`config.mk`:
```
export PLATFORM = sky130hd
export DESIGN_NAME = ide_sub
export DESIGN_NICKNAME = d
export VERILOG_FILES = /design/src/hdl/ide_pkg.sv /design/src/hdl/ide_bus_exec.sv /design/src/hdl/ide_cmd_decode.sv /design/src/hdl/ide_device.sv /design/src/hdl/ide_result.sv /design/src/hdl/ide_sub.sv
export SDC_FILE = /design/constraint.sdc
export NUM_CORES = 2
export LEC_CHECK = 0
export BUFFER_PORTS_ARGS = -buffer_cell sky130_fd_sc_hd__buf_2
export CAP_MARGIN = 20
export CORE_ASPECT_RATIO = 0.5
export CORE_MARGIN = 4
export CORE_UTILIZATION = 45
export DETAILED_ROUTE_END_ITERATION = 10
export SLEW_MARGIN = 40
export SYNTH_ARGS = -nofsm -noshare
export SYNTH_HDL_FRONTEND = slang
export SYNTH_HIERARCHICAL = 1
export SYNTH_MEMORY_MAX_BITS = 65536
export SYNTH_SLANG_ARGS = --single-unit
export TNS_END_PERCENT = 5
```
`constraint.sdc`:
```
create_clock -name clk -period 8.25 [get_ports clk]
set_input_delay 1.2375 -clock clk [delete_from_list [all_inputs] [get_ports clk]]
set_output_delay 1.2375 -clock clk [all_outputs]
set_load 0.03 [all_outputs]
```
`src/hdl/ide_pkg.sv`:
```
// IDE subsystem definitions

package ide_pkg;

   // ------------------------------------------------------------------------
   // command word
   // ------------------------------------------------------------------------

   typedef enum logic [1:0] {
      OP_REG_RD = 2'd0,
      OP_REG_WR = 2'd1,
      OP_BLK_RD = 2'd2,
      OP_BLK_WR = 2'd3
   } ide_op_e;

   // single register access.
   typedef struct packed {
      ide_op_e     opcode;
      logic [1:0]  cs;
      logic [2:0]  da;
      logic [8:0]  unused;
      logic [15:0] data;
   } ide_reg_view_t;

   // burst on the data register.
   typedef struct packed {
      ide_op_e     opcode;
      logic [5:0]  unused;
      logic [7:0]  count_m1;
      logic [15:0] start;
   } ide_blk_view_t;

   // opcode sits in the same bits in both views.
   typedef union packed {
      ide_reg_view_t r;
      ide_blk_view_t b;
   } ide_cmd_u;

   // ------------------------------------------------------------------------
   // internal records
   // ------------------------------------------------------------------------

   typedef struct packed {
      logic        wr;
      logic [1:0]  cs;
      logic [2:0]  da;
      logic [15:0] wdata;
      logic [7:0]  index;
      logic        last;
   } bus_op_t;

   typedef struct packed {
      logic [15:0] data;
      logic [7:0]  index;
      logic        last;
   } result_t;

   // task file map with active low selects.
   localparam logic [2:0] REG_DATA       = 3'd0;
   localparam logic [2:0] REG_CMD_STATUS = 3'd7;
   localparam logic [1:0] CS_TASKFILE    = 2'b10;
   localparam logic [7:0] STATUS_DRQ     = 8'h58;
   localparam logic [7:0] STATUS_IDLE    = 8'h50;

endpackage

```
`src/hdl/ide_bus_exec.sv`:
```
// IDE bus strobe sequencer

module ide_bus_exec
#(
   parameter int T_SETUP   = 2,
   parameter int T_ACTIVE  = 3,
   parameter int T_RECOVER = 2
)
(
   input  logic             clk,
   input  logic             rst,
   input  logic             op_start,
   input  ide_pkg::bus_op_t op,
   input  logic [15:0]      ide_rdata,
   output logic             word_done,
   output ide_pkg::bus_op_t done_op,
   output logic [15:0]      rdata,
   output logic [1:0]       ide_cs,
   output logic [2:0]       ide_da,
   output logic             ide_dior,
   output logic             ide_diow,
   output logic [15:0]      ide_wdata
);

   // counter has to hold the longest phase.
   localparam int T_MAX_SA = (T_SETUP > T_ACTIVE) ? T_SETUP : T_ACTIVE;
   localparam int T_MAX    = (T_MAX_SA > T_RECOVER) ? T_MAX_SA : T_RECOVER;
   localparam int CNT_W    = $clog2(T_MAX + 1);

   typedef enum logic [1:0] {
      PH_IDLE,
      PH_SETUP,
      PH_ACTIVE,
      PH_RECOVER
   } phase_e;

   phase_e             phase;
   logic [CNT_W-1:0]   cnt;
   ide_pkg::bus_op_t   op_q;
   logic               in_op;

   // ------------------------------------------------------------------------
   // phase counter
   // ------------------------------------------------------------------------

   always_ff @(posedge clk)
   begin
      if (rst)
      begin
         phase     <= PH_IDLE;
         cnt       <= '0;
         word_done <= 1'b0;
      end
      else
      begin
         word_done <= 1'b0;
         case (phase)
            PH_IDLE:
            begin
               if (op_start)
               begin
                  phase <= PH_SETUP;
                  cnt   <= CNT_W'(T_SETUP - 1);
               end
            end
            PH_SETUP:
            begin
               if (cnt == '0)
               begin
                  phase <= PH_ACTIVE;
                  cnt   <= CNT_W'(T_ACTIVE - 1);
               end
               else
                  cnt <= cnt - 1'b1;
            end
            PH_ACTIVE:
            begin
               if (cnt == '0)
               begin
                  phase <= PH_RECOVER;
                  cnt   <= CNT_W'(T_RECOVER - 1);
               end
               else
                  cnt <= cnt - 1'b1;
            end
            default:
            begin
               if (cnt == '0)
               begin
                  phase     <= PH_IDLE;
                  word_done <= 1'b1;
               end
               else
                  cnt <= cnt - 1'b1;
            end
         endcase
      end
   end

   // latch the operation and capture the read word.
   always_ff @(posedge clk)
   begin
      if (phase == PH_IDLE && op_start)
         op_q <= op;
      // sample on the last low cycle of a read.
      if (phase == PH_ACTIVE && cnt == '0 && !op_q.wr)
         rdata <= ide_rdata;
   end

   // ------------------------------------------------------------------------
   // bus lines
   // ------------------------------------------------------------------------

   assign in_op     = (phase != PH_IDLE);
   assign ide_cs    = in_op ? op_q.cs : 2'b11;
   assign ide_da    = in_op ? op_q.da : 3'd0;
   assign ide_wdata = in_op ? op_q.wdata : 16'h0000;
   assign ide_dior  = !(phase == PH_ACTIVE && !op_q.wr);
   assign ide_diow  = !(phase == PH_ACTIVE && op_q.wr);
   assign done_op   = op_q;

endmodule

```
`src/hdl/ide_cmd_decode.sv`:
```
// IDE command decoder

module ide_cmd_decode
(
   input  logic              clk,
   input  logic              rst,
   input  logic              cmd_valid,
   input  ide_pkg::ide_cmd_u cmd,
   input  logic              word_done,
   input  logic              done_last,
   output logic              busy,
   output logic              op_start,
   output ide_pkg::bus_op_t  op
);

   ide_pkg::ide_cmd_u cmd_q;
   logic [7:0]        idx;
   logic              is_blk;

   // ------------------------------------------------------------------------
   // command sequencing
   // ------------------------------------------------------------------------

   always_ff @(posedge clk)
   begin
      if (rst)
      begin
         busy     <= 1'b0;
         op_start <= 1'b0;
         idx      <= 8'd0;
      end
      else
      begin
         op_start <= 1'b0;
         if (!busy && cmd_valid)
         begin
            busy     <= 1'b1;
            op_start <= 1'b1;
            idx      <= 8'd0;
         end
         else if (busy && word_done)
         begin
            if (done_last)
               busy <= 1'b0;
            else
            begin
               op_start <= 1'b1;
               idx      <= idx + 8'd1;
            end
         end
      end
   end

   // command word latched at acceptance.
   always_ff @(posedge clk)
   begin
      if (!busy && cmd_valid)
         cmd_q <= cmd;
   end

   // ------------------------------------------------------------------------
   // bus operation for the current word
   // ------------------------------------------------------------------------

   assign is_blk = (cmd_q.r.opcode == ide_pkg::OP_BLK_RD) ||
                   (cmd_q.r.opcode == ide_pkg::OP_BLK_WR);

   always_comb
   begin
      op = '0;
      if (is_blk)
      begin
         op.wr    = (cmd_q.b.opcode == ide_pkg::OP_BLK_WR);
         op.cs    = ide_pkg::CS_TASKFILE;
         op.da    = ide_pkg::REG_DATA;
         op.wdata = cmd_q.b.start + {8'h00, idx};
         op.index = idx;
         op.last  = (idx == cmd_q.b.count_m1);
      end
      else
      begin
         op.wr    = (cmd_q.r.opcode == ide_pkg::OP_REG_WR);
         op.cs    = cmd_q.r.cs;
         op.da    = cmd_q.r.da;
         op.wdata = cmd_q.r.data;
         op.index = 8'd0;
         op.last  = 1'b1;
      end
   end

endmodule

```
`src/hdl/ide_device.sv`:
```
// IDE device model

module ide_device
#(
   parameter int BUF_WORDS = 256
)
(
   input  logic        clk,
   input  logic        rst,
   input  logic [1:0]  ide_cs,
   input  logic [2:0]  ide_da,
   input  logic        ide_dior,
   input  logic        ide_diow,
   input  logic [15:0] ide_wdata,
   output logic [15:0] ide_rdata
);

   localparam int PTR_W = $clog2(BUF_WORDS);

   logic [15:0]    buf_mem [BUF_WORDS];
   logic [7:0]     tf_reg [1:6];
   logic [PTR_W:0] ptr;
   logic           ptr_full;
   logic           dior_q;
   logic           diow_q;
   logic           sel;
   logic           rd_rise;
   logic           wr_rise;
   logic           data_sel;

   // ------------------------------------------------------------------------
   // strobe edges
   // ------------------------------------------------------------------------

   assign sel      = (ide_cs == ide_pkg::CS_TASKFILE);
   assign data_sel = sel && (ide_da == ide_pkg::REG_DATA);
   assign ptr_full = (ptr == (PTR_W + 1)'(BUF_WORDS));

   // lines are still held on the cycle the strobe goes back high.
   assign rd_rise  = !dior_q && ide_dior;
   assign wr_rise  = !diow_q && ide_diow;

   always_ff @(posedge clk)
   begin
      if (rst)
      begin
         dior_q <= 1'b1;
         diow_q <= 1'b1;
      end
      else
      begin
         dior_q <= ide_dior;
         diow_q <= ide_diow;
      end
   end

   // ------------------------------------------------------------------------
   // task file and buffer pointer
   // ------------------------------------------------------------------------

   always_ff @(posedge clk)
   begin
      if (rst)
      begin
         ptr <= '0;
         for (int i = 1; i <= 6; i++)
            tf_reg[i] <= 8'h00;
      end
      else
      begin
         if (sel && wr_rise)
         begin
            case (ide_da)
               ide_pkg::REG_DATA:
               begin
                  if (!ptr_full)
                     ptr <= ptr + 1'b1;
               end
               ide_pkg::REG_CMD_STATUS:
                  ptr <= '0;
               default:
                  tf_reg[ide_da] <= ide_wdata[7:0];
            endcase
         end
         else if (data_sel && rd_rise && !ptr_full)
            ptr <= ptr + 1'b1;
      end
   end

   // sector buffer.
   always_ff @(posedge clk)
   begin
      if (data_sel && wr_rise && !ptr_full)
         buf_mem[ptr[PTR_W-1:0]] <= ide_wdata;
   end

   // ------------------------------------------------------------------------
   // read path
   // ------------------------------------------------------------------------

   always_comb
   begin
      ide_rdata = 16'h0000;
      if (sel && !ide_dior)
      begin
         case (ide_da)
            ide_pkg::REG_DATA:
            begin
               if (!ptr_full)
                  ide_rdata = buf_mem[ptr[PTR_W-1:0]];
            end
            ide_pkg::REG_CMD_STATUS:
            begin
               if (ptr_full)
                  ide_rdata = {8'h00, ide_pkg::STATUS_IDLE};
               else
                  ide_rdata = {8'h00, ide_pkg::STATUS_DRQ};
            end
            default:
               ide_rdata = {8'h00, tf_reg[ide_da]};
         endcase
      end
   end

endmodule

```
`src/hdl/ide_result.sv`:
```
// IDE result collector

module ide_result
(
   input  logic             clk,
   input  logic             rst,
   input  logic             word_done,
   input  ide_pkg::bus_op_t done_op,
   input  logic [15:0]      rdata,
   output logic             res_valid,
   output ide_pkg::result_t res,
   output logic             done,
   output logic [15:0]      checksum
);

   logic        rd_word;
   logic [15:0] sum_base;
   logic [15:0] sum_add;

   assign rd_word  = word_done && !done_op.wr;

   // index 0 opens a new command.
   assign sum_base = (done_op.index == 8'd0) ? 16'h0000 : checksum;
   assign sum_add  = done_op.wr ? 16'h0000 : rdata;

   // ------------------------------------------------------------------------
   // pulses and running sum
   // ------------------------------------------------------------------------

   always_ff @(posedge clk)
   begin
      if (rst)
      begin
         res_valid <= 1'b0;
         done      <= 1'b0;
         checksum  <= 16'h0000;
      end
      else
      begin
         res_valid <= rd_word;
         done      <= word_done && done_op.last;
         if (word_done)
            checksum <= sum_base + sum_add;
      end
   end

   // result record.
   always_ff @(posedge clk)
   begin
      if (rd_word)
      begin
         res.data  <= rdata;
         res.index <= done_op.index;
         res.last  <= done_op.last;
      end
   end

endmodule

```
`src/hdl/ide_sub.sv`:
```
// IDE bus subsystem top

module ide_sub
#(
   parameter int T_SETUP   = 2,
   parameter int T_ACTIVE  = 3,
   parameter int T_RECOVER = 2,
   parameter int BUF_WORDS = 256
)
(
   input  logic              clk,
   input  logic              rst,
   input  logic              cmd_valid,
   input  ide_pkg::ide_cmd_u cmd,
   output logic              busy,
   output logic              res_valid,
   output ide_pkg::result_t  res,
   output logic              done,
   output logic [15:0]       checksum
);

   // ------------------------------------------------------------------------
   // host stages
   // ------------------------------------------------------------------------

   logic             op_start;
   ide_pkg::bus_op_t op;
   logic             word_done;
   ide_pkg::bus_op_t done_op;
   logic [15:0]      rdata;

   // ide bus.
   logic [1:0]       ide_cs;
   logic [2:0]       ide_da;
   logic             ide_dior;
   logic             ide_diow;
   logic [15:0]      ide_wdata;
   logic [15:0]      ide_rdata;

   ide_cmd_decode i_ide_cmd_decode (
      .clk       (clk),
      .rst       (rst),
      .cmd_valid (cmd_valid),
      .cmd       (cmd),
      .word_done (word_done),
      .done_last (done_op.last),
      .busy      (busy),
      .op_start  (op_start),
      .op        (op)
   );

   ide_bus_exec #(
      .T_SETUP   (T_SETUP),
      .T_ACTIVE  (T_ACTIVE),
      .T_RECOVER (T_RECOVER)
   ) i_ide_bus_exec (
      .clk       (clk),
      .rst       (rst),
      .op_start  (op_start),
      .op        (op),
      .ide_rdata (ide_rdata),
      .word_done (word_done),
      .done_op   (done_op),
      .rdata     (rdata),
      .ide_cs    (ide_cs),
      .ide_da    (ide_da),
      .ide_dior  (ide_dior),
      .ide_diow  (ide_diow),
      .ide_wdata (ide_wdata)
   );

   ide_result i_ide_result (
      .clk       (clk),
      .rst       (rst),
      .word_done (word_done),
      .done_op   (done_op),
      .rdata     (rdata),
      .res_valid (res_valid),
      .res       (res),
      .done      (done),
      .checksum  (checksum)
   );

   // ------------------------------------------------------------------------
   // device side
   // ------------------------------------------------------------------------

   ide_device #(
      .BUF_WORDS (BUF_WORDS)
   ) i_ide_device (
      .clk       (clk),
      .rst       (rst),
      .ide_cs    (ide_cs),
      .ide_da    (ide_da),
      .ide_dior  (ide_dior),
      .ide_diow  (ide_diow),
      .ide_wdata (ide_wdata),
      .ide_rdata (ide_rdata)
   );

endmodule

```
==> flow_metrics.tcl <==
set metrics [dict create \
    ir_drop_mv 0.194 \
    pwr-share-clk_pct 37.7 \
    critPathKind "reg2reg" \
    arrival_ns 5.77 \
    leakage_uw 0.0573 \
    synth.area.mux_share_pct 14.9 \
    ys_ff_latch 4299 \
    io_pins 79 \
    std_cell_rows 157 \
    grt_antenna_before_repair 23 \
    nets 8244 \
    p_sw_uw 10700 \
    synth_top_family_by_area "multiplexers" \
    synth_compound_area_share_pct 3.09 \
    syn_nets 7797 \
    synthFlopType "edfxtp_1" \
    met2_usage_pct 34.0 \
    cts_buffers 386 \
    ant_nets 0 \
    dpl.hpwl_um 266000 \
    avgViaCountPerCell 6.21 \
    die_area_um2 380000 \
    fin_hold_ws_ns 0.432 \
    cts_max_level 5 \
    fillers 28800 \
    fin_cells 13400 \
    rsz0062_at_grt "no" \
    finalHoldViolations 0 \
    synth_top_cell_by_area "edfxtp_1" \
    syn_inst 7724 \
    fp.coreArea_um2 367000 \
    grt_pass1_vias 81400 \
    area_delta_synth_final_pct 12.7 \
    synth_edf_count 4247 \
    crit_required_ns 8.80 \
    avgSynthCellArea_um2 21.5 \
    detail_route.wl_per_cell_um 33.1 \
    reg2reg_depth 11 \
    cts_resized 0 \
    grt_busiest_layer "met1" \
    min_period_ns 5.22 \
    fmax_mhz 192 \
    cts.sinks 4299 \
    dieWidth_um 868 \
    fin_ws_ns 3.03 \
    synth-xor-area-share_pct 0.205 \
    worst_setup_path_start_kind "register" \
    finalSetupViolCount 0 \
    ctsHoldBuffers 0 \
    grt_max_degree 193 \
    p_int_uw 36300 \
    synthArstFlopShare_pct 0 \
    port_buffers 77 \
    multi_input_area_um2 36200 \
    synth_area_leaders "edfxtp_1 (77%), mux4_2 (14%), a22oi_1 (1.2%)" \
    endpoint_kind "register" \
    layout-drive-gt1-share_pct 27.1 \
    netlist.area_leader.share_pct 76.7 \
    clk_pin_slew_ns 0.06 \
    seqPwrFrac_pct 55.2 \
    power_density_nw_per_um2 251 \
    report.final.slew_viol_count 0 \
    post-route-period-util_pct 63.3 \
    fin_worst_skew_ns 0.0561 \
    root_buffer "clkbuf_16" \
    largest_reg_flops 4096 \
    ys_seq_area_share_pct 77.3 \
    cap_violations 0 \
    synth_simple_gate_area_share_pct 2.76 \
    drt_iter0_drc 11300 \
    yosysUniqueCellTypes 88 \
    synthAdderAreaFrac_pct 0.295 \
    drcViolationCount 0 \
    sw_frac_of_total_pct 22.8 \
    tightest_slew_ns 1.19 \
    postCtsSetupRepairBufs 0 \
    outcome "completed" \
    worst_hold_path.num_cells 0 \
    max_slew_margin_pct 20.4 \
    use_met1_pct 34.3 \
    drt_pass1_iterations 7 \
    cts_tree "yes" \
    cp_max_fo 79 \
    overflow 0 \
    wl_um 443000 \
    clk_path_buf_depth 4 \
    die_h_um 438 \
    combPwrFrac_pct 7.1 \
    start_util_pct 45.3 \
    register_area_um2 129000 \
    grtUsageMet3_pct 6.07 \
    grt_pass1_wl_um 627000 \
    ff2ff_setup_slack_ns 3.03 \
    clk_latency_ns 0.94 \
    dp_worst_setup_slack_ns 3.08 \
    ys_warn_count 6 \
    min_path_type "reg2reg" \
    syn_area_um2 166000 \
    place.gp.congestion 0.944 \
    num_vias 83200 \
    dp.cells 12700 \
    grtUsageTotal_pct 23.1 \
]
per-layer routing:
layer | vias to the layer above | part of all wire, %
met4 | 10 | 3.2
met3 | 720 | 11
met1 | 44800 | 41
li1 | 33300 | -
met5 | - | 0.019
met2 | 4323 | 44
synth_stat cells, drive strengths merged, types with 5 or more instances:
master,instances
o211ai,5
buf,245
a31oi,24
inv,16
nor2b,66
o22ai,58
nor3,35
xnor2,23
nor4,41
nand3,60
o32ai,7
nand2,215
a22o,5
nor2,355
a21oi,191
or3,10
a21o,11
and3,16
o21ai,50
dfxtp,52
a311oi,5
a2111oi,14
xor2,16
mux2i,108
mux4,1041
o21a,13
a221oi,8
mux2,15
a22oi,276
o2111ai,5
a31o,8
or2,18
edfxtp,4247
ha,36
nand4,23
o221ai,20
clkbuf,193
nand2b,19
and2,82
a211oi,22
worst max-delay path, stage by stage (launching register included):
cell and delay, ns:
dfxtp_4 0.58, buf_12 0.29, buf_12 0.46, buf_4 0.59
mux4_2 0.60, mux4_2 0.59, nor2_1 0.24, nor2_1 0.06
o21ai_1 0.49, nor3_1 0.17, nor3_1 0.26, o21ai_1 0.30
stage by stage:
stage	power (µW)	TNS [ns]	cell area (µm²)	util, %
after detailed placement	29700	0	175000	47.6
after global routing	48500	0	187000	51.1
after CTS	47200	0	187000	50.9
after global placement	29500	0	174000	47.5
final	47000	0	187000	51.1
after floorplan	28600	-1461.13	166000	-
final timing paths:
kind / startpoint / endpoint
worst min-delay path: i_ide_cmd_decode/cmd_q[30] / i_ide_bus_exec/done_op[30]
worst max register to register: register / i_ide_bus_exec/rdata[5]
worst max-delay path: register / i_ide_bus_exec/rdata[5]
worst min register to register: i_ide_cmd_decode/cmd_q[30] / i_ide_bus_exec/done_op[30]
final cells by class:
cell class / count / share of cell area (%)
Clock inverter: 218 / 1.08
Inverter: 19 / 0.0434
Timing Repair Buffer: 497 / 2.30
Multi-Input combinational cell: 2968 / 19.3
Antenna cell: 8 / 0.0107
Tap cell: 4929 / 3.29
Sequential cell: 4299 / 68.6
Clock buffer: 457 / 5.38
layout by cell type, fill, tap and decap left out, types with 15 or more instances in the layout:
cell,count
edfxtp_1,4247
mux4_2,1041
clkbuf_16,393
buf_4,346
nor2_1,289
a22oi_1,275
nand2_1,196
a21oi_1,187
mux2i_1,108
and2_1,81
clkinv_1,79
clkinv_2,78
buf_2,78
clkbuf_1,64
nand3_1,54
nor2_4,48
o22ai_1,48
dfxtp_1,47
nor2b_1,46
o21ai_0,42
buf_12,38
bufinv_16,35
ha_1,35
nor3_1,33
nor4_1,24
nand4_1,23
xnor2_1,23
buf_6,23
a31oi_1,21
a211oi_1,20
o221ai_1,19
nor2_2,18
nand2b_1,17
nand2_2,17
nor4_2,17
or2_2,16
xor2_1,16
clkinvlp_4,15
mux2_2,15
logic make-up after synthesis:
group,count (synthesis)
AO/OA/AOI/OAI,758
flip-flops,4299
adder cells (fa/ha/maj),38
multiplexers,1164
buffers and inverters,457
AND/OR/NAND/NOR,969
XOR/XNOR,39
power groups by stage:
stage          sequential (µW)  clock (µW)  combinational (µW)
2_1_floorplan            27100           0                1530
3_3_place_gp             26400           0                3060
6_report                 26000       17700                3330
3_5_place_dp             26400           0                3230
4_1_cts                  26000       18000                3220
5_1_grt                  25900       19000                3580
Power figures use the tool's default switching activity.
